**src/rtl/cpu_pkg.sv**
```systemverilog
package cpu_pkg;

	// **************************************************
	// widths and sizes
	// **************************************************
	localparam int WORD_W     = 16;   // data and instruction word
	localparam int REG_ADDR_W = 4;
	localparam int NUM_REGS   = 16;
	localparam int MEM_ADDR_W = 8;
	localparam int MEM_DEPTH  = 256;  // words per memory

	typedef logic [WORD_W-1:0]     word_t;
	typedef logic [REG_ADDR_W-1:0] reg_addr_t;
	typedef logic [MEM_ADDR_W-1:0] mem_addr_t;

	// **************************************************
	// instruction encodings
	// **************************************************
	// opcode lives in instr[15:12]
	// 0111 and 1100..1110 are unused and decode as nop
	typedef enum logic [3:0] {
		OP_ADD = 4'b0000,
		OP_SUB = 4'b0001,
		OP_AND = 4'b0010,
		OP_OR  = 4'b0011,
		OP_XOR = 4'b0100,
		OP_SLL = 4'b0101,
		OP_SRL = 4'b0110,
		OP_LW  = 4'b1000,  // rd <- mem[base + off]
		OP_SW  = 4'b1001,  // mem[base + off] <- rd
		OP_LHB = 4'b1010,  // rd[15:8] <- imm8
		OP_LLB = 4'b1011,  // rd[7:0] <- imm8
		OP_HLT = 4'b1111
	} opcode_e;

	// ten alu functions so four bits wide
	typedef enum logic [3:0] {
		ALU_PASS, ALU_ADD, ALU_SUB, ALU_AND, ALU_OR,
		ALU_XOR, ALU_SLL, ALU_SRL, ALU_LHB, ALU_LLB
	} alu_op_e;

	typedef enum logic [1:0] {
		FWD_REG,  // value read in ID
		FWD_MEM,  // EX/MEM result
		FWD_WB    // MEM/WB result
	} fwd_sel_e;

	localparam word_t NOP_INSTR = 16'h7000;  // unused opcode

endpackage

```
**src/rtl/forwarding_unit.sv**
```systemverilog
`timescale 1ns/100ps

module forwarding_unit (
	input  cpu_pkg::reg_addr_t ex_src_a,
	input  cpu_pkg::reg_addr_t ex_src_b,
	input  cpu_pkg::reg_addr_t mem_dest,
	input  logic               mem_reg_write,
	input  cpu_pkg::reg_addr_t wb_dest,
	input  logic               wb_reg_write,
	output cpu_pkg::fwd_sel_e  fwd_a,
	output cpu_pkg::fwd_sel_e  fwd_b
);
	import cpu_pkg::*;

	// youngest producer wins, r0 never forwarded
	function automatic fwd_sel_e pick(reg_addr_t src);
		if (src == '0)
			return FWD_REG;
		if (mem_reg_write && (mem_dest == src))
			return FWD_MEM;
		if (wb_reg_write && (wb_dest == src))
			return FWD_WB;
		return FWD_REG;
	endfunction

	assign fwd_a = pick(ex_src_a);
	assign fwd_b = pick(ex_src_b);

	always_comb begin
		a_fwd_en : assert #0 (!((fwd_a == FWD_MEM || fwd_b == FWD_MEM) && !mem_reg_write) &&
			!((fwd_a == FWD_WB || fwd_b == FWD_WB) && !wb_reg_write))
			else $error("forwarding from a stage that does not write");
	end

endmodule

```
**config.mk**
```make
export PLATFORM = sky130hd
export DESIGN_NAME = forwarding_unit
export DESIGN_NICKNAME = d
export VERILOG_FILES = /design/src/rtl/cpu_pkg.sv /design/src/rtl/forwarding_unit.sv
export SDC_FILE = /design/constraint.sdc
export NUM_CORES = 1
export LEC_CHECK = 0
export ABC_AREA = 1
export BUFFER_PORTS_ARGS = -buffer_cell sky130_fd_sc_hd__buf_2
export CORE_AREA = 2 2 39 41
export DETAILED_ROUTE_END_ITERATION = 6
export DIE_AREA = 0 0 41 43
export GPL_TIMING_DRIVEN = 0
export PLACE_DENSITY = 0.55
export SLEW_MARGIN = 20
export SYNTH_ARGS = -nofsm -noshare
export SYNTH_HDL_FRONTEND = slang
export SYNTH_SLANG_ARGS = --single-unit
```
**constraint.sdc**
```tcl
create_clock -name vclk -period 1.2
set_clock_uncertainty 0.05 [all_clocks]
set_input_delay 0.12 -clock vclk [all_inputs]
set_output_delay 0.12 -clock vclk [all_outputs]
set_load 0.05 [all_outputs]
```
; Word-level counts from Yosys, hierarchy flattened
; Index checks and enable logic that the tools add are counted.
; W data, S select, Z words.
[classes]
addsub = 0
n_mul = 0
div_mod_pow = 0
magnitude_cmp = 0
n_eq_ne = 4
shift = 0
muxes = 24
bitwise_logic = 0
reduce_logical = 6
[op_table]
columns = operator, count
row1 = $mux W2, 12
row2 = $eq A4 B4 Y1, 4
row3 = $mux W1, 12
row4 = $logic_not A4 Y1, 2
row5 = $logic_and A1 B1 Y1, 4
[word_totals]
regBits = 0
latch_bits = 0
mem_bits_rw = 0
mem_bits_ro = 0
in_bits = 18
wordCells = 34
mem_count = 0

; Logic depth before layout (Yosys ltp)
[logic_depth]
depth_word = 9
depth_mapped = 7

; Least setup slack after synthesis
; Ideal clock, no wire load.
[synth_path]
kind = input to output
startpoint = input mem_dest[0]
endpoint = output fwd_b[0]
arrival_time_ps = 1421
t_required_ps = 1030
setup_slack_ps = -391
stages = 4
path_cell_list = inv_1 a21oi_1 nand3_1 nor3_1
[synth_between]
elab_chain_len = 7
elab_cells_between_ends = 9
cone_classes = eq/ne: 1 / mux: 7 / reduce/logical: 1
[synth_rtl]
columns = item, line
row1 = "start, declared", forwarding_unit.sv:6  ; input cpu_pkg::reg_addr_t mem_dest,
row2 = $eq A4 B4 Y1 *, forwarding_unit.sv:19  ; if (mem_reg_write && (mem_dest == src))
row3 = $logic_and A1 B1 Y1 *, forwarding_unit.sv:19
row4 = $mux W2, forwarding_unit.sv:19
row5 = $mux W2, forwarding_unit.sv:21  ; if (wb_reg_write && (wb_dest == src))
row6 = $mux W2, forwarding_unit.sv:23  ; return FWD_REG;
row7 = $mux W2 *, forwarding_unit.sv:21
row8 = $mux W2 *, forwarding_unit.sv:19
row9 = "end, declared", forwarding_unit.sv:11  ; output cpu_pkg::fwd_sel_e fwd_b
; Every way passes the cells marked *; elsewhere a longest branch is shown, timed or not. The select of a mux whose other input is x is not followed.

; Worst setup path in the final report
[layout_path]
startpoint = input ex_src_b[0]
endpoint = output fwd_b[1]
[layout_between]
elab_chain_len = 8
elab_cells_between_ends = 16
cone_classes = eq/ne: 2 / mux: 11 / reduce/logical: 3
[layout_rtl]
columns = item, line
row1 = "start, declared", forwarding_unit.sv:5  ; input cpu_pkg::reg_addr_t ex_src_b,
row2 = $eq A4 B4 Y1, forwarding_unit.sv:21
row3 = $logic_and A1 B1 Y1, forwarding_unit.sv:21
row4 = $mux W1 (2 in series), forwarding_unit.sv:21
row5 = $mux W1, forwarding_unit.sv:19
row6 = $mux W2, forwarding_unit.sv:23
row7 = $mux W2, forwarding_unit.sv:21
row8 = $mux W2 *, forwarding_unit.sv:19
; Marks and branches as above.

==> metrics.yaml <==
status: "complete, no violations"
initial_core_util: 0.255
cp_max_fo: 3
synth_area_leaders: "nand2_1, inv_1, nor2_1, nand3_1, o211ai_1"
via_per_inst: 4.21
drtAntennaViolNets: 0
final_util: 0.360
p_int_mw: 0.0582
hold_violations: 0
total_power_mw: 0.150
cp-start-kind: "input pin"
seqPwrFrac: 0
worst_pin_slew_ps: 261
core_area_um2: 1380
fmax_mhz: 906
leakage_nw: 0.374
syn_area_um2: 353
cp.arrival_ps: 930
power_frac_clock: 0
cp_slowest_cell: "clkbuf_4"
synth_compound_area_frac: 0.0709
maxSlewHeadroom: 0.825
grt_pass1_vias: 417
min_path_type: "input pin to output pin"
p_comb_frac: 1.000
yosysMostFrequentCell: "nand2_1"
cp.buffers_inverters: 4
drive_gt1_frac: 0.245
worstPathCellList: "buf_2 -> inv_1 -> nand2_1 -> nand2_1 -> inv_1 -> nand3_1 -> nor2_1 -> nor2_2 -> clkbuf_4"
synthMuxAreaShare: 0
holdWs_ps: 713
cts.hold.buffers_added: 0
io_buffers: 22
wire_per_inst_um: 7.31
final-seq-area_um2: 0
endpoint_kind: "output pin"
synth-xor-area-share: 0
cpLargestDelayFamily: "buffers and inverters"
rsz0062_at_grt: "true"
antenna_found_initial: 0
final_cells: 126
holdPathEnd: "fwd_b[0]"
drv_cap: 0
io_pins: 22
placed_cells: 126
synth_top_cell_by_area: "nand2_1"
place.gp.congestion: 0.848
syn2layout_area_growth_pct: 41.1
period_share: 0.919
post_synth.cell_area_avg_um2: 4.01
switchingPower_mw: 0.0919
cts_setup_buffers: 0
cts_resized: 0
hpwl_um: 843
clkbuf_count: 0
setup_violations: 0
yosys_warnings: 0
routed_wl_um: 921
nets: 130
drtIter0Drc: 5
synthTopCellsByCount: "nand2_1, inv_1, nor2_1"
grt_pass1_wl_mm: 1.48
min_from: "ex_src_b[0]"
netlist_instances: 88
grt-ovfl-total: 0
slew_viol_final: 0
swShare: 0.612
vias: 530
die_h_um: 43
die-area_um2: 1760
rows: 14
crit_type: "input pin to output pin"
yosysSeqAreaShare: 0
drcViolationCount: 0
synth_top_family_by_area: "simple AND/OR/NAND/NOR gates"
seq_cells: 0
cp_slowest_stage_delay_ps: 220
synth_cell_types: 9
n_antenna_cell: 0
p_per_area_nw_per_um2: 301
first_pass_iters: 4
synth_simple_gate_area_frac: 0.695
ir_drop_mv: 0.0603
required_ps: 1030
synth_top_cell_area_share: 0.447
die_x_um: 41
grt_usage: 0.111
fin_crit_ps: 1100
setup-tns-final_ps: 0
min_delay_path_depth: 5
synthAdderAreaFrac: 0
synthesis.nets: 106
grt_max_degree: 6
==> how the worst max path moves through the flow <==
stage	startpoint	endpoint	cells after the start
global route	mem_dest[1]	fwd_b[1]	6
detailed placement	ex_src_b[0]	fwd_b[1]	9
floorplan	mem_dest[0]	fwd_a[0]	4
global placement	ex_src_b[0]	fwd_b[1]	9
finish	ex_src_b[0]	fwd_b[1]	9
CTS	ex_src_b[0]	fwd_b[1]	9
==> cells by family (layout without fill, tap and decap cells) <==
logic type	after synthesis	in the layout
buf+inv	22	44
simple gates	62	62
compound gates	4	4
==> through the flow <==
| stage | cell area [um2] | setup slack, ps |
|---|---|---|
| after global routing | 498 | -9.07 |
| after floorplan | 363 | 28.9 |
| after CTS | 493 | 57.9 |
| final | 498 | 96.7 |
| after detailed placement | 493 | 61.6 |
| after global placement | 493 | 68.6 |
==> per-layer routing <==
metal | vias up | wire, um | global-route usage | part of all wire
met1 | 220 | 406 | 0.149 | 0.44
met4 | 0 | 0 | 0 | 0
li1 | 298 | - | - | -
met2 | 12 | 473 | 0.200 | 0.51
met3 | 0 | 41 | 0 | 0.045
met5 | - | 0 | 0 | 0
==> placed cells by master (no fill, tap or decap) <==
cell type / instances
nand2_1: 42
inv_1: 21
buf_2: 20
nor2_1: 12
nand3_1: 4
o211ai_1: 2
a21oi_1: 2
nor2_2: 2
nor3_2: 2
clkbuf_4: 2
inv_2: 1
==> power groups by stage <==
stage                     registers, mW  clock network [mW]  logic [mW]
final                                 0                   0       0.150
after global routing                  0                   0       0.173
after global placement                0                   0       0.150
after CTS                             0                   0       0.151
after detailed placement              0                   0       0.151
after floorplan                       0                   0      0.0899
==> area by class of cell <==
cell class | count | area (um2)
inverter | 22 | 82.6
tap | 16 | 20.0
fill | 179 | 886
multi-input combinational | 66 | 280
timing repair buffer | 22 | 115
(Power assumes the default switching activity.)
