<file path="src/rtl/cpu_pkg.sv">
package cpu_pkg;

	// **************************************************
	// widths and sizes
	// **************************************************
	localparam int WORD_W     = 16;   // data and instruction word
	localparam int REG_ADDR_W = 4;
	localparam int NUM_REGS   = 16;
	localparam int MEM_ADDR_W = 8;
	localparam int MEM_DEPTH  = 256;  // words per memory

	typedef logic [WORD_W-1:0]     word_t;
	typedef logic [REG_ADDR_W-1:0] reg_addr_t;
	typedef logic [MEM_ADDR_W-1:0] mem_addr_t;

	// **************************************************
	// instruction encodings
	// **************************************************
	// opcode lives in instr[15:12]
	// 0111 and 1100..1110 are unused and decode as nop
	typedef enum logic [3:0] {
		OP_ADD = 4'b0000,
		OP_SUB = 4'b0001,
		OP_AND = 4'b0010,
		OP_OR  = 4'b0011,
		OP_XOR = 4'b0100,
		OP_SLL = 4'b0101,
		OP_SRL = 4'b0110,
		OP_LW  = 4'b1000,  // rd <- mem[base + off]
		OP_SW  = 4'b1001,  // mem[base + off] <- rd
		OP_LHB = 4'b1010,  // rd[15:8] <- imm8
		OP_LLB = 4'b1011,  // rd[7:0] <- imm8
		OP_HLT = 4'b1111
	} opcode_e;

	// ten alu functions so four bits wide
	typedef enum logic [3:0] {
		ALU_PASS, ALU_ADD, ALU_SUB, ALU_AND, ALU_OR,
		ALU_XOR, ALU_SLL, ALU_SRL, ALU_LHB, ALU_LLB
	} alu_op_e;

	typedef enum logic [1:0] {
		FWD_REG,  // value read in ID
		FWD_MEM,  // EX/MEM result
		FWD_WB    // MEM/WB result
	} fwd_sel_e;

	localparam word_t NOP_INSTR = 16'h7000;  // unused opcode

endpackage

</file>
<file path="src/rtl/control_unit.sv">
`timescale 1ns/100ps

module control_unit (
	input  cpu_pkg::word_t     instr,
	output cpu_pkg::alu_op_e   alu_op,
	output logic               use_imm,
	output cpu_pkg::word_t     imm,
	output cpu_pkg::reg_addr_t src_a,
	output cpu_pkg::reg_addr_t src_b,
	output cpu_pkg::reg_addr_t dest,
	output logic               reg_write,
	output logic               mem_read,
	output logic               mem_write,
	output logic               is_halt
);
	import cpu_pkg::*;

	opcode_e op;
	logic    rr_op;  // three-register alu form

	assign op = opcode_e'(instr[15:12]);

	always_comb begin
		alu_op    = ALU_PASS;
		use_imm   = 1'b0;
		imm       = '0;
		src_a     = '0;
		src_b     = '0;
		dest      = instr[11:8];  // same field for every writer
		reg_write = 1'b0;
		mem_read  = 1'b0;
		mem_write = 1'b0;
		is_halt   = 1'b0;
		rr_op     = 1'b0;
		case (op)
			OP_ADD: begin alu_op = ALU_ADD; rr_op = 1'b1; end
			OP_SUB: begin alu_op = ALU_SUB; rr_op = 1'b1; end
			OP_AND: begin alu_op = ALU_AND; rr_op = 1'b1; end
			OP_OR:  begin alu_op = ALU_OR;  rr_op = 1'b1; end
			OP_XOR: begin alu_op = ALU_XOR; rr_op = 1'b1; end
			OP_SLL: begin alu_op = ALU_SLL; rr_op = 1'b1; end
			OP_SRL: begin alu_op = ALU_SRL; rr_op = 1'b1; end
			OP_LW, OP_SW: begin
				alu_op    = ALU_ADD;                   // base + word offset
				use_imm   = 1'b1;
				imm       = {{(WORD_W-4){1'b0}}, instr[3:0]};
				src_a     = instr[7:4];                // base
				src_b     = (op == OP_SW) ? instr[11:8] : '0;  // store data
				reg_write = (op == OP_LW);
				mem_read  = (op == OP_LW);
				mem_write = (op == OP_SW);
			end
			OP_LHB, OP_LLB: begin
				alu_op    = (op == OP_LHB) ? ALU_LHB : ALU_LLB;
				use_imm   = 1'b1;
				imm       = {{(WORD_W-8){1'b0}}, instr[7:0]};
				src_a     = instr[11:8];  // old rd value, one byte survives
				reg_write = 1'b1;
			end
			OP_HLT: is_halt = 1'b1;
			default: ;  // nop
		endcase
		if (rr_op) begin
			src_a     = instr[7:4];
			src_b     = instr[3:0];
			reg_write = 1'b1;
		end
	end

endmodule

</file>
<file path="config.mk">
export PLATFORM = sky130hd
export DESIGN_NAME = control_unit
export DESIGN_NICKNAME = d
export VERILOG_FILES = /design/src/rtl/cpu_pkg.sv /design/src/rtl/control_unit.sv
export SDC_FILE = /design/constraint.sdc
export NUM_CORES = 1
export LEC_CHECK = 0
export ABC_AREA = 0
export CAP_MARGIN = 40
export CORE_UTILIZATION = 30
export DETAILED_ROUTE_END_ITERATION = 16
export DONT_BUFFER_PORTS = 1
export SETUP_SLACK_MARGIN = 0.1
export SKIP_LAST_GASP = 1
export SLEW_MARGIN = 25
export SYNTH_ARGS = -nofsm -noshare
export SYNTH_HDL_FRONTEND = slang
export SYNTH_SLANG_ARGS = --single-unit
</file>
<file path="constraint.sdc">
create_clock -name vclk -period 1.5
set_clock_uncertainty 0.15 [all_clocks]
set_input_delay 0.075 -clock vclk [all_inputs]
set_output_delay 0.075 -clock vclk [all_outputs]
set_load 0.02 [all_outputs]
</file>
-- Yosys cells after proc, flatten, opt, wreduce, memory -nomap -nowiden
Index checks and enable logic that the tools add are counted.
- multiplexer cells: 15
- reduce and logical (&&, ||, !) cells: 6
- equal/unequal tests: 11
- operators with widths (cell ; number):
    4-bit case mux with 8 select lines ; 1
    4-bit == test, second input constant ; 5
    4-bit two-way mux ; 4
    8-bit case mux with 2 select lines ; 1
    4-bit by 3-bit == test with 1-bit output, second input constant ; 3
    4-bit by 2-bit == test with 1-bit output, second input constant ; 2
    4-bit case mux with 2 select lines ; 1
    1-bit two-way mux ; 7
    7-bit OR reduction ; 1
    4-bit by 1-bit == test with 1-bit output, second input constant ; 1
    4-bit logical NOT ; 1
    2-bit OR reduction ; 2
    4-bit OR reduction ; 1
    3-bit OR reduction ; 1
    1-bit case mux with 2 select lines ; 1
- output and inout bits: 37
- register bits after elaboration: 0
- input bits: 16
- logic and storage cells: 32

-- Longest topological paths before layout
- depth after elaboration: 4
- gate-level depth with buffers: 5
- gate-level depth less buffers: 3

-- Worst setup path after synthesis
OpenSTA, ideal clock, no wires.
- kind: input to output
- start: input port instr[13]
- end: output port mem_read
- data arrival time: 947 ps
- buffers on the path: 1
- slack: 328 ps
- stages on the path: 2
- cell sequence: buf_4 -> nor4_1
- word-level cells in the longest chain between the ends: 3
- RTL lines (what ; line ; RTL):
    start, declared ; control_unit.sv:4 ; input cpu_pkg::word_t instr,
    4-bit == test (on tied branches) ; control_unit.sv:35, control_unit.sv:50 ;
    2-bit OR reduction ; control_unit.sv:35 ; case (op)
    1-bit two-way mux * ; control_unit.sv:35 ;
    end, declared ; control_unit.sv:12 ; output logic mem_read,
Every way passes the cells marked *; elsewhere a longest branch is shown, timed or not.

-- Final worst setup path
- start: input port instr[15]
- end: output port alu_op[0]
- word-level cells in the longest chain between the ends: 3
- RTL lines (what ; line ; RTL):
    4-bit == test (tied with other cells) ; control_unit.sv:35 ;
    3-bit OR reduction (no line) (tied with other cells) ; - ;
    4-bit case mux with 8 select lines * ; control_unit.sv:35 ;
    end, declared ; control_unit.sv:5 ; output cpu_pkg::alu_op_e alu_op,
Marks and branches as above.

==> results_dict.tcl <==
set metrics [dict create \
    outcome "finished clean" \
    max-slew-margin-rel 0.577 \
    gp_congestion 0.667 \
    first_global_vias 341 \
    ff_latch_area_um2 0 \
    switching_power_of_the_nets_mw 0.103 \
    syn2layout_area_growth_pct -18.7 \
    mappedNetlistArea_um2 442 \
    rsz0062_at_grt "false" \
    synth_cell_types 19 \
    critPathSlowestCell "nor2b_4" \
    final-instance-count-excl-fill 80 \
    fin_crit_sh 0.663 \
    final_layout_size_suffix_gt1_frac 0.0615 \
    nets 83 \
    final.clkbuf_count 0 \
    gr-total-overflow 0 \
    dpl.hpwl_um 808 \
    initialDrtViolationCount 4 \
    routed_via_density 5.23 \
    finish.utilization 0.269 \
    combPwrFrac 1.000 \
    floorplan.initialDensity 0.331 \
    post-synth-top-count-cell "o21ai_0" \
    synthesis.area_per_instance_um2 5.97 \
    timing.final.crit_period_ps 994 \
    grt.total_usage 0.124 \
    place.detailed.instances 80 \
    drt_first_pass_iters 3 \
    post_cts.repair.setup_buffers 0 \
    finalMaxSlewViolations 0 \
    synth.top_cells.by_area "buf_4, o21ai_0, buf_6" \
    proportion_of_synthesized_chip_area_in_sequential_cells 0 \
    syn-instance-count 74 \
    hold_path_class "in -> out" \
    critical_path_peak_fanout 11 \
    finalWirelength_um 980 \
    crit_path_end_kind "primary output" \
    drc 0 \
    highest-signal-layer "met3" \
    design.seq.count 0 \
    crit_type "in -> out" \
    pin_count 53 \
    chipWidth_um 40.4 \
    grt_max_degree 21 \
    cp_data_required_time_ps 1270 \
    cp_cell_sequence "nor2b_4, o21ai_0, o21ai_0" \
    vdd_drop_max_uv 79.4 \
    post-synth-top-area-cell "buf_4" \
    max_cap_viol_count 0 \
    routedWlPerCell_um 12.3 \
    fp.dieH_um 40.4 \
    post_cts_resized 0 \
    core_area_um2 1330 \
    antenna-diode-count 0 \
    path_common_cell "o21ai_0" \
    netlist_top_cells_count "o21ai_0, buf_4, nand2_1" \
    cp_slowest_stage_delay_ps 290 \
    cp.arrival_ps 770 \
    pwr-share-clk 0 \
    layout.filler_cells 156 \
    grt_pass1_wl_um 1460 \
    met2_wire_len_um 468 \
    remaining_antenna_violation_count 0 \
    met1_length_um 424 \
    p_per_area_nw_per_um2 376 \
    cp-startpoint "instr[15]" \
    clock.fmax_mhz 1010 \
    met3_length_um 87 \
    num_rows 13 \
    number_of_stages_on_the_worst_setup_path 3 \
    total_area_of_multi_input_combinational_cells_um2 318 \
    hold_violations 0 \
    sw_frac_of_total 0.765 \
    p_int_mw 0.0318 \
    finalSetupViolations 0 \
    crit_path_start_kind "input pin" \
    num_vias 418 \
    worstSetupEndpoint "alu_op[0]" \
    totalNegativeSetupSlack_ps 0 \
    synth_warnings 0 \
    postCtsHoldBufs 0 \
    cpLargestDelayFamily "compound AO/OA/AOI/OAI gates" \
    grt_antenna_before_repair 0 \
    synth_top_area_share 0.238 \
    cellLeakagePower_nw 0.165 \
    total_die_area_um2 1630 \
    fin_total_pwr_mw 0.135 \
    place.port_buffers 0 \
    cp_num_buf_inv 0 \
    share_seq_of_total_power 0 \
    tightestPinTransition_ps 630 \
]
[layout make-up]
| type | instances | area share |
|---|---|---|
| repair buffers | 2 | 0.0418 |
| multi-input cells | 61 | 0.885 |
| inverters | 2 | 0.0209 |
| well taps | 15 | 0.0523 |
[worst min-delay path by stage]
| stage | start | end | cells after the start |
|---|---|---|---|
| after global routing | instr[9] | dest[1] | 0 |
| after floorplan | instr[8] | dest[0] | 1 |
| after global placement | instr[11] | dest[3] | 0 |
| final | instr[9] | dest[1] | 0 |
| after CTS | instr[11] | dest[3] | 0 |
| after detailed placement | instr[11] | dest[3] | 0 |
[metal layers]
layer / up-vias / global-route usage
met4: 0 / 0
met5: - / 0
met3: 0 / 0
met2: 28 / 0.222
li1: 214 / -
met1: 176 / 0.173
[placed cells by master (no fill, tap or decap), drive strengths merged]
| cell | n |
|---|---|
| a21boi | 1 |
| nor2 | 4 |
| and3b | 1 |
| nor3 | 1 |
| and2 | 5 |
| a21oi | 5 |
| nor2b | 1 |
| xnor2 | 1 |
| nor4 | 1 |
| xor2 | 1 |
| inv | 2 |
| nand2 | 8 |
| o21ai | 19 |
| and3 | 5 |
| conb | 8 |
| buf | 2 |
[per-stage QoR]
step	hold slack, ps	setup slack, ps	area (µm²)
after floorplan	113	328	468
after global placement	0.176	511	359
after detailed placement	0.177	497	359
after CTS	0.177	496	359
after global routing	0.0636	420	359
final	0.00976	506	359
[kinds of logic after synthesis]
group,share of synthesized area
simple gates,0.323
compound gates,0.289
buf+inv,0.340
xor+xnor,0.0397
other cells,0.00849
[power groups by stage]
| stage | sequential [mW] | combinational, mW | clock, mW |
|---|---|---|---|
| 2_1_floorplan | 0 | 0.178 | 0 |
| 3_3_place_gp | 0 | 0.135 | 0 |
| 3_5_place_dp | 0 | 0.136 | 0 |
| 4_1_cts | 0 | 0.136 | 0 |
| 5_1_grt | 0 | 0.151 | 0 |
| 6_report | 0 | 0.135 | 0 |
Power figures use the tool's default switching activity.
