[src/rtl/cpu_pkg.sv]
package cpu_pkg;

	// **************************************************
	// widths and sizes
	// **************************************************
	localparam int WORD_W     = 16;   // data and instruction word
	localparam int REG_ADDR_W = 4;
	localparam int NUM_REGS   = 16;
	localparam int MEM_ADDR_W = 8;
	localparam int MEM_DEPTH  = 256;  // words per memory

	typedef logic [WORD_W-1:0]     word_t;
	typedef logic [REG_ADDR_W-1:0] reg_addr_t;
	typedef logic [MEM_ADDR_W-1:0] mem_addr_t;

	// **************************************************
	// instruction encodings
	// **************************************************
	// opcode lives in instr[15:12]
	// 0111 and 1100..1110 are unused and decode as nop
	typedef enum logic [3:0] {
		OP_ADD = 4'b0000,
		OP_SUB = 4'b0001,
		OP_AND = 4'b0010,
		OP_OR  = 4'b0011,
		OP_XOR = 4'b0100,
		OP_SLL = 4'b0101,
		OP_SRL = 4'b0110,
		OP_LW  = 4'b1000,  // rd <- mem[base + off]
		OP_SW  = 4'b1001,  // mem[base + off] <- rd
		OP_LHB = 4'b1010,  // rd[15:8] <- imm8
		OP_LLB = 4'b1011,  // rd[7:0] <- imm8
		OP_HLT = 4'b1111
	} opcode_e;

	// ten alu functions so four bits wide
	typedef enum logic [3:0] {
		ALU_PASS, ALU_ADD, ALU_SUB, ALU_AND, ALU_OR,
		ALU_XOR, ALU_SLL, ALU_SRL, ALU_LHB, ALU_LLB
	} alu_op_e;

	typedef enum logic [1:0] {
		FWD_REG,  // value read in ID
		FWD_MEM,  // EX/MEM result
		FWD_WB    // MEM/WB result
	} fwd_sel_e;

	localparam word_t NOP_INSTR = 16'h7000;  // unused opcode

endpackage

[src/rtl/hazard_detection.sv]
`timescale 1ns/100ps

module hazard_detection (
	input  logic               clk,
	input  logic               reset,
	input  cpu_pkg::word_t     if_id_instr,
	input  cpu_pkg::reg_addr_t id_ex_dest,
	input  logic               id_ex_mem_read,
	output logic               stall,
	output logic               halt_seen
);
	import cpu_pkg::*;

	opcode_e   id_op;
	logic      id_lw, id_sw, id_byte, id_hlt;
	reg_addr_t id_rs, id_rt;
	logic      ld_hazard;
	logic      ld_stall;
	logic      blocker;  // high the cycle after a load-use stall

	// **************************************************
	// source fields of the ID instruction
	// **************************************************
	assign id_op   = opcode_e'(if_id_instr[15:12]);
	assign id_lw   = (id_op == OP_LW);
	assign id_sw   = (id_op == OP_SW);
	assign id_byte = (id_op == OP_LHB) || (id_op == OP_LLB);
	assign id_hlt  = (id_op == OP_HLT);

	assign id_rs = (id_sw || id_byte) ? if_id_instr[11:8] : if_id_instr[7:4];
	assign id_rt = (id_sw || id_lw) ? if_id_instr[7:4] : if_id_instr[3:0];

	// **************************************************
	// load-use
	// **************************************************
	assign ld_hazard = id_ex_mem_read && ((id_rs == id_ex_dest) || (id_rt == id_ex_dest));
	assign ld_stall  = ld_hazard && !blocker;  // one bubble per pair

	always_ff @(posedge clk) begin
		if (reset)
			blocker <= 1'b0;
		else
			blocker <= ld_stall;
	end

	// **************************************************
	// halt
	// **************************************************
	// latch only once HLT really leaves ID
	always_ff @(posedge clk) begin
		if (reset)
			halt_seen <= 1'b0;
		else if (id_hlt && !ld_stall)
			halt_seen <= 1'b1;
	end

	assign stall = ld_stall || halt_seen;  // halt_seen freezes fetch for good

	// bubble must clear the load out of ID/EX
	a_ld_stall_single : assert property (@(posedge clk) disable iff (reset)
		ld_hazard |=> !ld_hazard || halt_seen);

	a_halt_sticky : assert property (@(posedge clk) disable iff (reset)
		halt_seen |=> halt_seen);

endmodule

[config.mk]
export PLATFORM = sky130hd
export DESIGN_NAME = hazard_detection
export DESIGN_NICKNAME = d
export VERILOG_FILES = /design/src/rtl/cpu_pkg.sv /design/src/rtl/hazard_detection.sv
export SDC_FILE = /design/constraint.sdc
export NUM_CORES = 1
export LEC_CHECK = 0
export BUFFER_PORTS_ARGS = -buffer_cell sky130_fd_sc_hd__buf_2
export CAP_MARGIN = 40
export CORE_AREA = 2 2 39 41
export CTS_CLUSTER_DIAMETER = 150
export DETAILED_ROUTE_END_ITERATION = 10
export DIE_AREA = 0 0 41 43
export SYNTH_ARGS = -nofsm -noshare
export SYNTH_HDL_FRONTEND = slang
export SYNTH_SLANG_ARGS = --single-unit
export TNS_END_PERCENT = 10
[constraint.sdc]
create_clock -name clk -period 1.9 [get_ports clk]
set_clock_uncertainty 0.2 [all_clocks]
set_input_delay 0.19 -clock clk [delete_from_list [all_inputs] [get_ports clk]]
set_output_delay 0.19 -clock clk [all_outputs]
set_load 0.01 [all_outputs]
; ---- Word-level counts from Yosys, hierarchy flattened
; Cells that the tools add are included.
[classes]
eq_ne = 7
muxes = 2
reduce_logical = 10
[ops]
columns = op, n
row1 = 4-bit == test (second input constant), 5
row2 = 4-bit == test, 2
row3 = 4-bit 2-to-1 mux, 2
row4 = 1-bit logical OR, 5
row5 = 1-bit logical AND, 3
row6 = 1-bit logical NOT, 2
[totals]
register_bits = 2
wordCells = 21

; ---- Logic depth before layout (Yosys ltp)
[depth]
ltp_word = 10
mapped_depth = 5
ltp_nobuf = 5

; ---- Least setup slack after synthesis
; Ideal clock, no wire load.
[synth_timing]
path_type = input port to flip-flop
start = input if_id_instr[15]
end = register halt_seen
setup_time_ps = 117
arrival_ps = 1323
path_slack_ps = 259
path_stages = 5
n_path_buf = 0
path_cell_list = nor3b_4 a2111oi_4 a221oi_1 a211o_1 a32o_1
[synth_via]
elab_chain_len = 10
word_cells_on_any_way = 17
classes_between = 7 x eq/ne / 2 x mux / 8 x reduce/logical
[synth_lines]
columns = item, line
row1 = "start, declared", hazard_detection.sv:6  ; input cpu_pkg::word_t if_id_instr,
row2 = 4-bit == test, hazard_detection.sv:27  ; assign id_byte = (id_op == OP_LHB) || (id_op == OP_LLB);
row3 = 1-bit logical OR, hazard_detection.sv:27
row4 = 1-bit logical OR, hazard_detection.sv:30  ; assign id_rs = (id_sw || id_byte) ? if_id_instr[11:8] : if_id_instr[7:4];
row5 = 4-bit 2-to-1 mux, hazard_detection.sv:30
row6 = 4-bit == test, hazard_detection.sv:36  ; assign ld_hazard = id_ex_mem_read && ((id_rs == id_ex_dest) || (id_rt == id_ex_dest));
row7 = 1-bit logical OR, hazard_detection.sv:36
row8 = 1-bit logical AND, hazard_detection.sv:36
row9 = 1-bit logical AND, hazard_detection.sv:37  ; assign ld_stall = ld_hazard && !blocker;
row10 = 1-bit logical NOT, hazard_detection.sv:53  ; else if (id_hlt && !ld_stall)
row11 = 1-bit logical AND (*), hazard_detection.sv:53
row12 = "end signal, assigned", hazard_detection.sv:52  ; halt_seen <= 1'b0;
row13 = "end signal, assigned", hazard_detection.sv:54  ; halt_seen <= 1'b1;
row14 = "end, declared", hazard_detection.sv:10  ; output logic halt_seen
; Mark *: on every way between the ends. The rest lies on a longest branch, timed or not.
; A chain may end at the register's enable or synchronous reset.

; ---- Worst setup path after layout
[layout_timing]
start = input id_ex_dest[2]
end = output stall
[layout_via]
elab_chain_len = 5
word_cells_on_any_way = 6
classes_between = 2 x eq/ne / 4 x reduce/logical
[layout_lines]
columns = item, line
row1 = "start, declared", hazard_detection.sv:7  ; input cpu_pkg::reg_addr_t id_ex_dest,
row2 = 4-bit == test, hazard_detection.sv:36
row3 = 1-bit logical OR (*), hazard_detection.sv:36
row4 = 1-bit logical AND (*), hazard_detection.sv:36
row5 = 1-bit logical AND (*), hazard_detection.sv:37
row6 = 1-bit logical OR (*), hazard_detection.sv:57  ; assign stall = ld_stall || halt_seen;
row7 = "end, declared", hazard_detection.sv:9  ; output logic stall,
; Marked as above.

==> metrics <==
worst skew pair latency between 0.2 and 0.25 ns; routed len/inst 10.64 um; Syn Inst Count between 40 and 50; initial core utilization approximately a quarter; GPL Wtd Cong approximately 0.71; largest cells by area after synthesis dfxtp_1, mux2i_1, a2111oi_4, inv_1, xor2_1; Worst Setup Start Kind input pin; RSZ-0062 raised after global routing yes; Syn Nets 65; Cell Pwr Density 430.7 nW/um^2; detailed placer's ending HPWL 756 um; status finished clean; slowest CP cell a2111oi_4; DR vias/cell 4.830; count leader, synth inv_1; CTS root buffer clkbuf_4; clock-pin slew on the worst setup and hold paths 0.03 ns; FF-to-FF path depth 5; Worst Hold Depth 4; Arrival @ worst endpoint 1.50 ns; Final Net Count 97; Die W 41 um; Placement Cell Area 489.2 sq um; die area 1763 sq um; Antenna Cells 0; maximum VDD drop 0.2061 mV; Core Util, Final 39.24%; prevailing post-synth register cell dfxtp_1; residual DRC count 0; FP Rows 14; first-pass GRT wire length 1.504 mm; All-Layer GR Usage 12.83%; EDFF count, synth 0; Reg-to-Reg End halt_seen; initial antenna violation count 0; #FFs+latches synth 2; Vias 425; max_cap viols 0; First-pass DRT Iterations 4; Crit Path Class in2out; CORE AREA between 1000 and 1500 sq um; deepest clock path buffer count 2; worst reg2reg startpoint blocker; Hold Path Class in2reg; top post-synthesis cells by count inv_1, nor2b_1, mux2i_1, xor2_1; # fillers 152; WL final 936 um; synth warn 0; ANT nets after route 0; crit path time final 1.891 ns; Final setup viols 0; Synth area leader dfxtp_1; fraction of registers with async set/reset 0%; Max stage delay on crit path about 0.37 ns; worst path cell trace buf_2, xor2_1, a2111oi_4, a221oi_2, a211o_1, nand3b_1, buf_2; actual slew at the worst max-slew pin between 0.3 and 0.4 ns; Area Growth Syn to Fin 55.56%; Lkg Pwr 0.2767 nW; Final Total Pwr 233.9 uW; Max Clock Freq 528.8 MHz; CP most frequent cell buf_2; Netlist cell types 26; WHS Endpoint halt_seen; Num CTS Buffers 3; fin. max-slew vios 0; share of the synthesized area in the top cell type 11.47%; GRT overflow 0; I/O Buffers 24; iteration-0 DRC count of the detailed router 2; Worst EP required 1.51 ns; crit share post-route 99.53%; Rel. slew slack about three quarters; Fin. Hold Viols 0; CP endpoint kind output pin; Final TNS setup 0 ns; fin area 543.0 sq um; layout cells sized above 1 47.22%; largest net degree at the start of global routing 7; Seq/Total Area, Yosys 11.47%; CTS tree yes; hold_sp if_id_instr[12]; reg2reg setup slack between 0.3 and 0.4 ns; Die Ht 43 um; deepest level of the CTS H-tree 1; Crit Path Max Fanout 3; Synth Area per Inst about 8.3 sq um; # IOs 25; vias in the first global route about 400; Cell Area, Synth 349.1 sq um; clock net sink count 2
==> worst max path at each step <==
stage / from / end / depth (start not counted)
finish: id_ex_dest[2] / stall / 7
global route: id_ex_dest[2] / stall / 7
CTS: id_ex_dest[2] / stall / 7
detailed placement: if_id_instr[13] / stall / 7
global placement: if_id_instr[13] / stall / 7
floorplan: if_id_instr[15] / halt_seen / 5
==> critical path, delay by kind of cell <==
kind | cells | cell delay (ns)
AND/OR/NAND/NOR | 1 | 0.09
XOR/XNOR | 1 | 0.19
AO/OA/AOI/OAI | 3 | 0.78
buffers and inverters | 2 | 0.26
==> power breakdown <==
| group | total [mW] | switching [mW] | internal [mW] |
|---|---|---|---|
| logic | 0.0963 | 0.0465 | 0.0498 |
| registers | 0.0448 | 0.000640 | 0.0441 |
| clock network | 0.0928 | 0.0232 | 0.0696 |
| total | 0.234 | 0.0704 | 0.164 |
==> through the flow <==
step | setup WS, ns | hold WS, ns | cells
2_1_floorplan | 0.2591 | 0.05907 | 42
3_3_place_gp | 0.02058 | 0.1850 | 82
3_5_place_dp | -0.02228 | 0.1829 | 82
4_1_cts | 0.01232 | 0.2259 | 88
5_1_grt | -0.08963 | 0.2482 | 88
6_report | 0.008840 | 0.2262 | 88
==> state kept, by name, summed over array words and instances, names as in the netlist <==
register	count
halt_seen	1
blocker	1
==> layout make-up <==
type                    instances  area [sq um]  share of cell area, %
multi-input cells              33         289.0                  53.23
repair buffers                 27         145.1                  26.73
flip-flops and latches          2         40.04                  7.373
inverters                       7         26.28                  4.839
clock buffers                   3         22.52                  4.147
well taps                      16         20.02                  3.687
==> cell families (layout without fill, tap and decap cells) <==
kind of cell           after synthesis  in the layout  synth area share [%]
AO/OA/AOI/OAI                       15             15                 41.58
buffers and inverters                7             37                 7.528
XOR/XNOR                             3              3                 7.528
flip-flops                           2              2                 11.47
multiplexers                         3              3                 8.602
AND/OR/NAND/NOR                     12             12                 23.30
==> layout by cell type (no fill, tap or decap) <==
cell           Yosys  layout
o211ai_1           1       1
dlygate4sd3_1      0       1
nor3b_4            1       1
a21oi_1            1       1
a32oi_1            1       1
xor2_1             3       3
clkbuf_4           0       3
o21ai_0            1       1
o221ai_1           1       1
dfxtp_1            2       2
a221o_1            1       1
buf_2              0      24
a221oi_2           1       2
a211oi_1           1       1
inv_1              7       7
a2111oi_4          1       1
nor2b_1            4       4
and2_1             1       1
a211o_1            1       1
or2_2              1       1
nor2_1             2       2
a32o_1             1       1
o22ai_1            2       2
o211a_1            1       1
buf_4              0       2
mux2i_1            3       3
nand3b_1           1       1
nand2_1            1       1
nand4_1            1       1
==> layer usage <==
layer,vias up,part of all wire [%],GRT usage [%]
met5,-,0,0
met4,0,0,4.000
met3,0,10,6.283
met2,19,47,20.63
met1,182,42,14.06
li1,224,-,-
==> repair_timing <==
action                                  4_1_cts  5_1_grt
pin swaps                                     4        0
endpoints found under the setup margin        1        1
hold buffers                                  1        0
hold endpoints to repair                      1        0
resized for setup                             1        0
setup buffers                                 2        0
Power figures use the tool's default switching activity.
