**config.mk**
```make
export PLATFORM = sky130hd
export DESIGN_NAME = register_file
export DESIGN_NICKNAME = d
export VERILOG_FILES = /design/src/rtl/cpu_pkg.sv /design/src/rtl/register_file.sv
export SDC_FILE = /design/constraint.sdc
export NUM_CORES = 1
export LEC_CHECK = 0
export BUFFER_PORTS_ARGS = -buffer_cell sky130_fd_sc_hd__buf_2
export CORE_ASPECT_RATIO = 1.1
export CORE_MARGIN = 1.5
export CORE_UTILIZATION = 26
export CTS_CLUSTER_SIZE = 20
export DETAILED_ROUTE_END_ITERATION = 6
export GPL_ROUTABILITY_DRIVEN = 1
export GPL_TIMING_DRIVEN = 0
export SLEW_MARGIN = 30
export SYNTH_ARGS = -nofsm -noshare
export SYNTH_HDL_FRONTEND = slang
export SYNTH_SLANG_ARGS = --single-unit
```
**constraint.sdc**
```tcl
create_clock -name clk -period 2.2 [get_ports clk]
set_clock_uncertainty 0.1 [all_clocks]
set_input_delay 0.22 -clock clk [delete_from_list [all_inputs] [get_ports clk]]
set_output_delay 0.22 -clock clk [all_outputs]
set_load 0.02 [all_outputs]
```
**src/rtl/cpu_pkg.sv**
```systemverilog
package cpu_pkg;

	// **************************************************
	// widths and sizes
	// **************************************************
	localparam int WORD_W     = 16;   // data and instruction word
	localparam int REG_ADDR_W = 4;
	localparam int NUM_REGS   = 16;
	localparam int MEM_ADDR_W = 8;
	localparam int MEM_DEPTH  = 256;  // words per memory

	typedef logic [WORD_W-1:0]     word_t;
	typedef logic [REG_ADDR_W-1:0] reg_addr_t;
	typedef logic [MEM_ADDR_W-1:0] mem_addr_t;

	// **************************************************
	// instruction encodings
	// **************************************************
	// opcode lives in instr[15:12]
	// 0111 and 1100..1110 are unused and decode as nop
	typedef enum logic [3:0] {
		OP_ADD = 4'b0000,
		OP_SUB = 4'b0001,
		OP_AND = 4'b0010,
		OP_OR  = 4'b0011,
		OP_XOR = 4'b0100,
		OP_SLL = 4'b0101,
		OP_SRL = 4'b0110,
		OP_LW  = 4'b1000,  // rd <- mem[base + off]
		OP_SW  = 4'b1001,  // mem[base + off] <- rd
		OP_LHB = 4'b1010,  // rd[15:8] <- imm8
		OP_LLB = 4'b1011,  // rd[7:0] <- imm8
		OP_HLT = 4'b1111
	} opcode_e;

	// ten alu functions so four bits wide
	typedef enum logic [3:0] {
		ALU_PASS, ALU_ADD, ALU_SUB, ALU_AND, ALU_OR,
		ALU_XOR, ALU_SLL, ALU_SRL, ALU_LHB, ALU_LLB
	} alu_op_e;

	typedef enum logic [1:0] {
		FWD_REG,  // value read in ID
		FWD_MEM,  // EX/MEM result
		FWD_WB    // MEM/WB result
	} fwd_sel_e;

	localparam word_t NOP_INSTR = 16'h7000;  // unused opcode

endpackage

```
**src/rtl/register_file.sv**
```systemverilog
`timescale 1ns/100ps

module register_file (
	input  logic               clk,
	input  logic               reset,
	input  cpu_pkg::reg_addr_t rd_addr_a,
	input  cpu_pkg::reg_addr_t rd_addr_b,
	output cpu_pkg::word_t     rd_data_a,
	output cpu_pkg::word_t     rd_data_b,
	input  logic               wr_en,
	input  cpu_pkg::reg_addr_t wr_addr,
	input  cpu_pkg::word_t     wr_data
);
	import cpu_pkg::*;

	word_t regs [NUM_REGS];
	logic  wr_ok;  // real write, r0 excluded

	assign wr_ok = wr_en && (wr_addr != '0);

	always_ff @(posedge clk) begin
		if (reset) begin
			for (int i = 0; i < NUM_REGS; i++)
				regs[i] <= '0;
		end else if (wr_ok) begin
			regs[wr_addr] <= wr_data;
		end
	end

	// WB write shows up in the same cycle's ID read
	always_comb begin
		if (wr_ok && (wr_addr == rd_addr_a))
			rd_data_a = wr_data;
		else
			rd_data_a = regs[rd_addr_a];  // regs[0] stays zero
	end

	always_comb begin
		if (wr_ok && (wr_addr == rd_addr_b))
			rd_data_b = wr_data;
		else
			rd_data_b = regs[rd_addr_b];
	end

endmodule

```
# Word-level counts from Yosys, hierarchy flattened
# Memory sizes are Yosys's and may differ from the RTL's.
# Index checks and enable logic that the tools add are counted.
dict set report word_totals {
  ff_bits 0
  latchBits 0
  mem_bits_rw 256
  mem_bits_ro 0
  input_bits 31
  n_memories 1
}
dict set report op_classes {
  addsub 0
  multipliers 0
  div 0
  n_lt_le_gt_ge 0
  eq_ne 2
  n_shift 0
  muxes 10
  bitwise_logic 0
  reduce_logical 5
}
# memory words word_bits rd rd_clocked_by_memory_dff write_ports line_no
set mem_list {}
lappend mem_list {regs 16 16 2 0 16 register_file.sv:16} ;# word_t regs [NUM_REGS];
# cell count
set op_table {}
lappend op_table {{$mux W16} 3}
lappend op_table {{$reduce_or A16 Y1} 1}
lappend op_table {{$eq A4 B4 Y1} 2}
lappend op_table {{$mux W1} 6}
lappend op_table {{$mux W4} 1}
lappend op_table {{$reduce_bool A4 Y1} 1}
lappend op_table {{$logic_and A1 B1 Y1} 3}

# Depth between registers and ports, before layout
# Gate-level depths: netlist (run 1).
dict set report logic_depth {
  ltp_word 7
  depth_mapped 6
  ltp_nobuf 4
}

# Least setup slack after synthesis (run 1)
# No wires, ideal clock.
dict set report synth_path {
  kind {input to output}
  from {input wr_addr[0]}
  to {output rd_data_a[10]}
  t_arrival_ns 1.610
  required_time_ns 1.880
  setup_slack_ns 0.270
  stages 6
  path_buffers 2
  cell_sequence {clkbuf_1 -> xnor2_1 -> nand4_1 -> nor2_2 -> buf_2 -> mux2_2}
}
dict set report synth_via {
  elab_chain_len 4
}
# element line_no
set synth_lines {}
lappend synth_lines {{start, declared} register_file.sv:11} ;# input cpu_pkg::reg_addr_t wr_addr,
lappend synth_lines {{$reduce_bool A4 Y1} register_file.sv:19} ;# assign wr_ok = wr_en && (wr_addr != '0);
lappend synth_lines {{$logic_and A1 B1 Y1} register_file.sv:19}
lappend synth_lines {{$logic_and A1 B1 Y1 *} register_file.sv:32} ;# if (wr_ok && (wr_addr == rd_addr_a))
lappend synth_lines {{$mux W16 *} register_file.sv:32}
lappend synth_lines {{end, declared} register_file.sv:8} ;# output cpu_pkg::word_t rd_data_a,
# Mark *: on every way between the ends. The rest lies on a longest branch, timed or not.

==> flow_summary_export.csv, run 1 <==
group,metric,value,unit
run_status,violations,"negative setup slack",
floorplan,chipWidth,225,um
critical_path,crit_family,"multiplexers",
critical_path,critical_path_depth,5,
logic_synthesis,yosysMostFrequentCell,"edfxtp_1",
sta,hold_viol,0,
power,ir_drop,0.000424,V
logic_synthesis,ys.flop_type,"edfxtp_1",
min_path,holdPathStages,2,
detailed_routing,wl_per_cell,23.0,um
critical_path,cp-start-kind,"flip-flop",
floorplan,dieArea,55800,sq um
detailed_routing,drt_iter0_markers,783,
sta,fmax,386,MHz
grt,grt_overflow,0,
sta,worst_pin_slew,0.871,ns
floorplan,coreArea,53700,sq um
power,p_sw,3.13,mW
clock_network,cts_buffers,28,
layout,antenna_cells,0,
logic_synthesis,synth_top_area_share,0.544,
floorplan,start_util,0.264,
detailed_routing,wirelength,39.8,mm
clock_network,cts.root.buffer_cell,"clkbuf_16",
sta,finalSetupViolations,32,
critical_path,cp_data_required_time,1.88,ns
clock_network,clock-sinks,256,
power,p_leak,5.83,nW
layout,drive_above_1_share,0.356,
sta,relSlewSlack,0.420,
grt,antenna_found_initial,1,
layout,nets,1015,
power,switching_share,0.250,
sta,final.setup.worst_slack,-0.391,ns
critical_path,cp-end-kind,"output port",
clock_network,cts_buffer_depth,3,
critical_path,slowest_delay,0.52,ns
power,power_frac_clock,0.370,
layout,stdcell_area,16900,sq um
critical_path,crit_chain,"mux4_2 -> mux2i_2 -> mux2i_2 -> mux2_4 -> buf_6",
placement,dp_hpwl,28.5,mm
detailed_routing,drtAntennaViolNets,0,
floorplan,io_pins,63,
clock_network,cts_tree,"yes",
grt,grt_first_pass_wirelength,58.1,mm
layout,top_register,"regs",
floorplan,die_h,248,um
flow_run,maxCapViolations,0,
detailed_routing,via_per_inst,4.71,
sta,fin_crit_sh,1.18,
critical_path,path_buf_inv,1,
critical_path,startpoint,"regs[10][3]$_SDFFCE_PN0P_",
logic_synthesis,yosys.area.top_type,"edfxtp_1",
clock_network,postCtsSetupBuffers,0,
logic_synthesis,syn-instance-count,884,
logic_synthesis,synth_cell_types,22,
logic_synthesis,synth_area,14100,sq um
floorplan,rows,89,
critical_path,crit_type,"reg2out",
logic_synthesis,avgSynthCellArea,16.0,sq um
logic_synthesis,synth_area_leaders,"edfxtp_1 54%, mux4_2 20%, and2_1 11%",
logic_synthesis,seq_area_frac_synth,0.544,
sta,timing.final.crit_period,2.59,ns
detailed_routing,dr.pass1.iters,5,
logic_synthesis,synth-edff-count,256,
critical_path,cpMostUsedCell,"mux2i_2",
min_path,min_path_type,"in2reg",
sta,drv_slew,0,
clock_network,htreeDepth,1,
logic_synthesis,synthArstFlopShare,0,
grt,grt_max_degree,17,
detailed_routing,vias,8148,
run_status,status,"finished, violations left",
grt,track_usage,0.145,
grt,grt_pass1_vias,8769,
min_path,hp-start,"wr_data[0]",
logic_synthesis,synth_common_cells,"256 x edfxtp_1, 240 x and2_1, 128 x mux4_2, 96 x mux2i_1, 41 x clkbuf_1",
sta,rsz0062_at_grt,"true",
power,combPwrFrac,0.168,
power,p_per_area,743,nW/um^2
logic_synthesis,yosysWarnings,0,
detailed_routing,drc,0,
power,power.internal,9.41,mW
layout,fill_cells,5330,
placement,gp_congestion,0.817,
placement,place_area,15400,sq um
clock_network,path_clk_slew,0.06,ns
power,p_total,12.5,mW
layout,reg.largest.list,"regs: 256 flops",
logic_synthesis,ys_ff_latch,256,
layout,area_growth,19.4,%
critical_path,arrival,2.27,ns
critical_path,path_max_fanout,2,
placement,port_buffers,52,
power,power.share.sequential,0.462,
critical_path,slowest_stage,"mux4_2",
layout,largest_register_ff_count,256,
[per-stage QoR]
stage               TNS, ns  setup slack, ns  hold WS, ns  cells   util
floorplan                 0            0.270        0.318    899      -
global placement     -89.33           -0.827        0.532   1679  0.286
detailed placement   -91.16           -0.847        0.540   1679  0.286
CTS                  -11.65           -0.416      0.00830   1731  0.311
global route         -12.62           -0.462       0.0252   1731  0.315
finish               -10.89           -0.391      0.00114   1731  0.315
[routing by layer]
metal / vias to the layer above / track usage / share of wire / wire [um]
met1: 4242 / 0.193 / 0.43 / 17300
met2: 249 / 0.245 / 0.48 / 19200
li1: 3587 / - / - / -
met5: - / 0 / 0 / 0
met3: 70 / 0.0205 / 0.056 / 2220
met4: 0 / 0.0389 / 0.027 / 1080
[kinds of logic (layout without fill, tap and decap cells)]
logic type	Yosys count	after routing	synth area share
simple gates	283	283	0.123
mux	256	256	0.297
flops	256	256	0.544
buf+inv	79	183	0.0295
xor+xnor	8	8	0.00495
other cells	1	16	0.000265
compound gates	1	1	0.00115
[cell usage in the layout, fill, tap and decap left out, types with 2 or more instances in the layout]
| master | synthesis | routed |
|---|---|---|
| or2_2 | 15 | 15 |
| nand4_1 | 2 | 2 |
| mux2_4 | 0 | 31 |
| clkbuf_1 | 41 | 42 |
| edfxtp_1 | 256 | 256 |
| clkinv_1 | 0 | 7 |
| mux2i_2 | 0 | 38 |
| nor2_1 | 13 | 12 |
| nand2_1 | 2 | 2 |
| nor2_2 | 2 | 2 |
| nand3b_1 | 2 | 2 |
| nand2b_1 | 2 | 2 |
| conb_1 | 1 | 16 |
| nor3_2 | 3 | 3 |
| clkbuf_2 | 0 | 5 |
| mux4_2 | 128 | 128 |
| buf_4 | 0 | 8 |
| mux2i_4 | 0 | 7 |
| bufinv_16 | 0 | 3 |
| xnor2_1 | 8 | 8 |
| clkinv_2 | 0 | 4 |
| buf_2 | 24 | 31 |
| and2_1 | 240 | 240 |
| buf_6 | 12 | 44 |
| clkbuf_4 | 0 | 5 |
| dlygate4sd3_1 | 0 | 3 |
| mux2i_1 | 96 | 51 |
| clkbuf_16 | 0 | 29 |
[area by class of cell]
type | count | area (sq um) | area share
buffer | 79 | 463 | 0.0274
clock buffer | 35 | 748 | 0.0443
clock inverter | 14 | 136 | 0.00808
multi-input combinational | 564 | 6450 | 0.382
sequential | 256 | 7690 | 0.455
tap | 728 | 911 | 0.0539
timing repair buffer | 55 | 490 | 0.0290
[power groups by stage]
stage               logic [mW]  registers (mW)  clock network [mW]
global route              2.20            5.82                4.88
detailed placement        1.76            5.89                   0
CTS                       2.00            5.79                4.69
floorplan                 1.18            5.83                   0
global placement          1.75            5.86                   0
finish                    2.11            5.79                4.64
[worst paths after layout]
path / endpoint / slack, ns
worst max-delay path: rd_data_a[3] / -0.39
worst min-delay path: regs[3][0]$_SDFFCE_PN0P_ / 0.001
[what timing repair did]
action,4_1_cts,5_1_grt
resized for setup,113,55
cloned,0,0
pin swaps,0,0
hold buffers,3,0
setup endpoints to repair,32,48
hold endpoints to repair,12,0
Power figures use the tool's default switching activity.
==> run 2, diff against run 1 <==
--- a/config.mk
+++ b/config.mk
@@ -8,11 +8,12 @@
 export BUFFER_PORTS_ARGS = -buffer_cell sky130_fd_sc_hd__buf_2
 export CORE_ASPECT_RATIO = 1.1
 export CORE_MARGIN = 1.5
-export CORE_UTILIZATION = 26
+export CORE_UTILIZATION = 62
 export CTS_CLUSTER_SIZE = 20
 export DETAILED_ROUTE_END_ITERATION = 6
 export GPL_ROUTABILITY_DRIVEN = 1
 export GPL_TIMING_DRIVEN = 0
+export PLACE_DENSITY = 0.8
 export SLEW_MARGIN = 30
 export SYNTH_ARGS = -nofsm -noshare
 export SYNTH_HDL_FRONTEND = slang
==> run 2 against run 1 <==
The run still ends with negative setup slack left. Flip-flop and latch count stayed put. Clock power is 10% lower. Design area decreased by 4.3%. Utilization grew 41 points. Combinational power down 5%. Sequential share of layout area increased by 2.1 points. Global-route usage increased by 16 points. Critical path type unchanged. Count of clock-buffer cells in the layout shrank 5. Cell count is 25% lower. Critical endpoint is now rd_data_b[14].
==> flow_summary_export.csv, run 2 (synthesized netlist as in run 1, its figures left out) <==
group,metric,value,unit
layout,mostFrequentLayoutCells,"256 x edfxtp_1, 240 x and2_1, 128 x mux4_2",
clock_network,htreeDepth,1,
sta,finalSetupViolations,32,
grt,grt_pass1_vias,8660,
power,p_leak,5.78,nW
grt,track_usage,0.303,
sta,timing.final.crit_period,2.59,ns
sta,hold_viol,0,
grt,antenna_found_initial,0,
floorplan,rows,57,
grt,grt_overflow,0,
layout,fill_cells,1391,
clock_network,cts.root.buffer_cell,"clkbuf_16",
clock_network,clock-sinks,256,
clock_network,cts_buffers,26,
placement,placed_cells,1246,
critical_path,slowest_delay,0.53,ns
sta,fmax,386,MHz
power,ir_drop,0.000503,V
sta,final.setup.worst_slack,-0.391,ns
run_status,violations,"negative setup slack",
critical_path,path_buf_inv,1,
layout,top_register,"regs",
floorplan,io_pins,63,
detailed_routing,vias,8385,
flow_run,maxCapViolations,0,
power,switching_share,0.250,
layout,largest_register_ff_count,256,
detailed_routing,wl_per_cell,27.1,um
floorplan,coreArea,22300,sq um
power,power.internal,8.98,mW
sta,fin_crit_sh,1.18,
critical_path,crit_type,"reg2out",
power,p_per_area,741,nW/um^2
floorplan,dieArea,23700,sq um
layout,register_area,7690,sq um
detailed_routing,via_per_inst,6.48,
clock_network,cts_tree,"yes",
layout,area_growth,14.2,%
layout,instances_no_fill,1293,
sta,rsz0062_at_grt,"true",
power,power_frac_clock,0.348,
layout,layout.core_utilization,0.726,
clock_network,path_clk_slew,0.06,ns
layout,antenna_cells,0,
run_status,status,"finished, violations left",
critical_path,arrival,2.27,ns
placement,pre_cts_slack,-0.655,ns
layout,multi_input_area,6410,sq um
placement,gp_congestion,0.844,
layout,drive_above_1_share,0.342,
detailed_routing,drt_iter0_markers,1038,
critical_path,cp_data_required_time,1.88,ns
min_path,min_path_type,"in2reg",
layout,mostFrequentLayoutCell,"edfxtp_1",
floorplan,die_h,161,um
power,p_total,12.0,mW
placement,port_buffers,52,
clock_network,postCtsSetupBuffers,0,
critical_path,cp-start-kind,"flip-flop",
power,combPwrFrac,0.167,
critical_path,startpoint,"regs[15][14]$_SDFFCE_PN0P_",
detailed_routing,top_layer,"met4",
min_path,hp-start,"wr_data[4]",
critical_path,crit_family,"multiplexers",
detailed_routing,drc,0,
detailed_routing,dr_wl_met3,2.94,mm
detailed_routing,dr.pass1.iters,7,
layout,stdcell_area,16200,sq um
layout,nets,1013,
critical_path,path_max_fanout,2,
power,power.share.sequential,0.485,
critical_path,cp-end-kind,"output port",
critical_path,slowest_stage,"mux4_2",
detailed_routing,wirelength,35.0,mm
grt,grt_first_pass_wirelength,52.4,mm
critical_path,crit_chain,"mux4_2 -> mux2i_2 -> mux2i_1 -> mux2_4 -> buf_6",
floorplan,chipWidth,147,um
clock_network,cts_buffer_depth,3,
grt,grt_max_degree,17,
sta,relSlewSlack,0.370,
sta,drv_slew,0,
power,p_sw,2.99,mW
floorplan,start_util,0.636,
sta,worst_pin_slew,0.944,ns
detailed_routing,met2_length,17.6,mm
placement,dp_hpwl,25.9,mm
placement,place_area,14800,sq um
detailed_routing,drtAntennaViolNets,0,
layout,reg.largest.list,"regs: 256 flops",
detailed_routing,wl_met1,13.7,mm
## run 2: changes by cell type in the layout (fill, tap and decap cells not counted), sizes merged
cell      change
buf           +5
clkbuf       -10
bufinv        -2
clkinv        +1
clkinvlp      +1
## run 2: power groups by stage
stage               clock network (mW)  registers, mW  logic, mW
floorplan                            0           5.83       1.18
CTS                               4.16           5.80       1.88
global placement                     0           5.87       1.65
finish                            4.16           5.81       2.01
global route                      4.34           5.83       2.09
detailed placement                   0           5.90       1.67
## run 2: cell type report
class / instances / share of cell area
flip-flops and latches: 256 / 0.476
plain buffers: 79 / 0.0267
well taps: 295 / 0.0228
clock inverters: 14 / 0.00565
multi-input cells: 564 / 0.397
repair buffers: 55 / 0.0300
clock buffers: 30 / 0.0425
## run 2: worst paths after layout
| path | end | slack, ns | depth (start not counted) |
|---|---|---|---|
| min | regs[5][4]$_SDFFCE_PN0P_ | 0.02 | 2 |
| max | rd_data_b[14] | -0.39 | 5 |
## run 2: timing repair
item,4_1_cts,5_1_grt
hold buffers,3,0
setup endpoints to repair,32,32
endpoints found under the hold margin,8,0
gates resized for setup,93,47
## run 2: routing by layer
metal | GRT usage | vias up
li1 | - | 3575
met1 | 0.414 | 4318
met4 | 0.0886 | 0
met5 | 0 | -
met2 | 0.514 | 424
met3 | 0.0452 | 68
## run 2: metrics by stage
stage | TNS [ns] | hold slack, ns
2_1_floorplan | 0 | 0.318
3_3_place_gp | -29.03 | 0.528
3_5_place_dp | -37.84 | 0.533
4_1_cts | -10.79 | 0.00613
5_1_grt | -11.89 | 0.0225
6_report | -10.84 | 0.0184
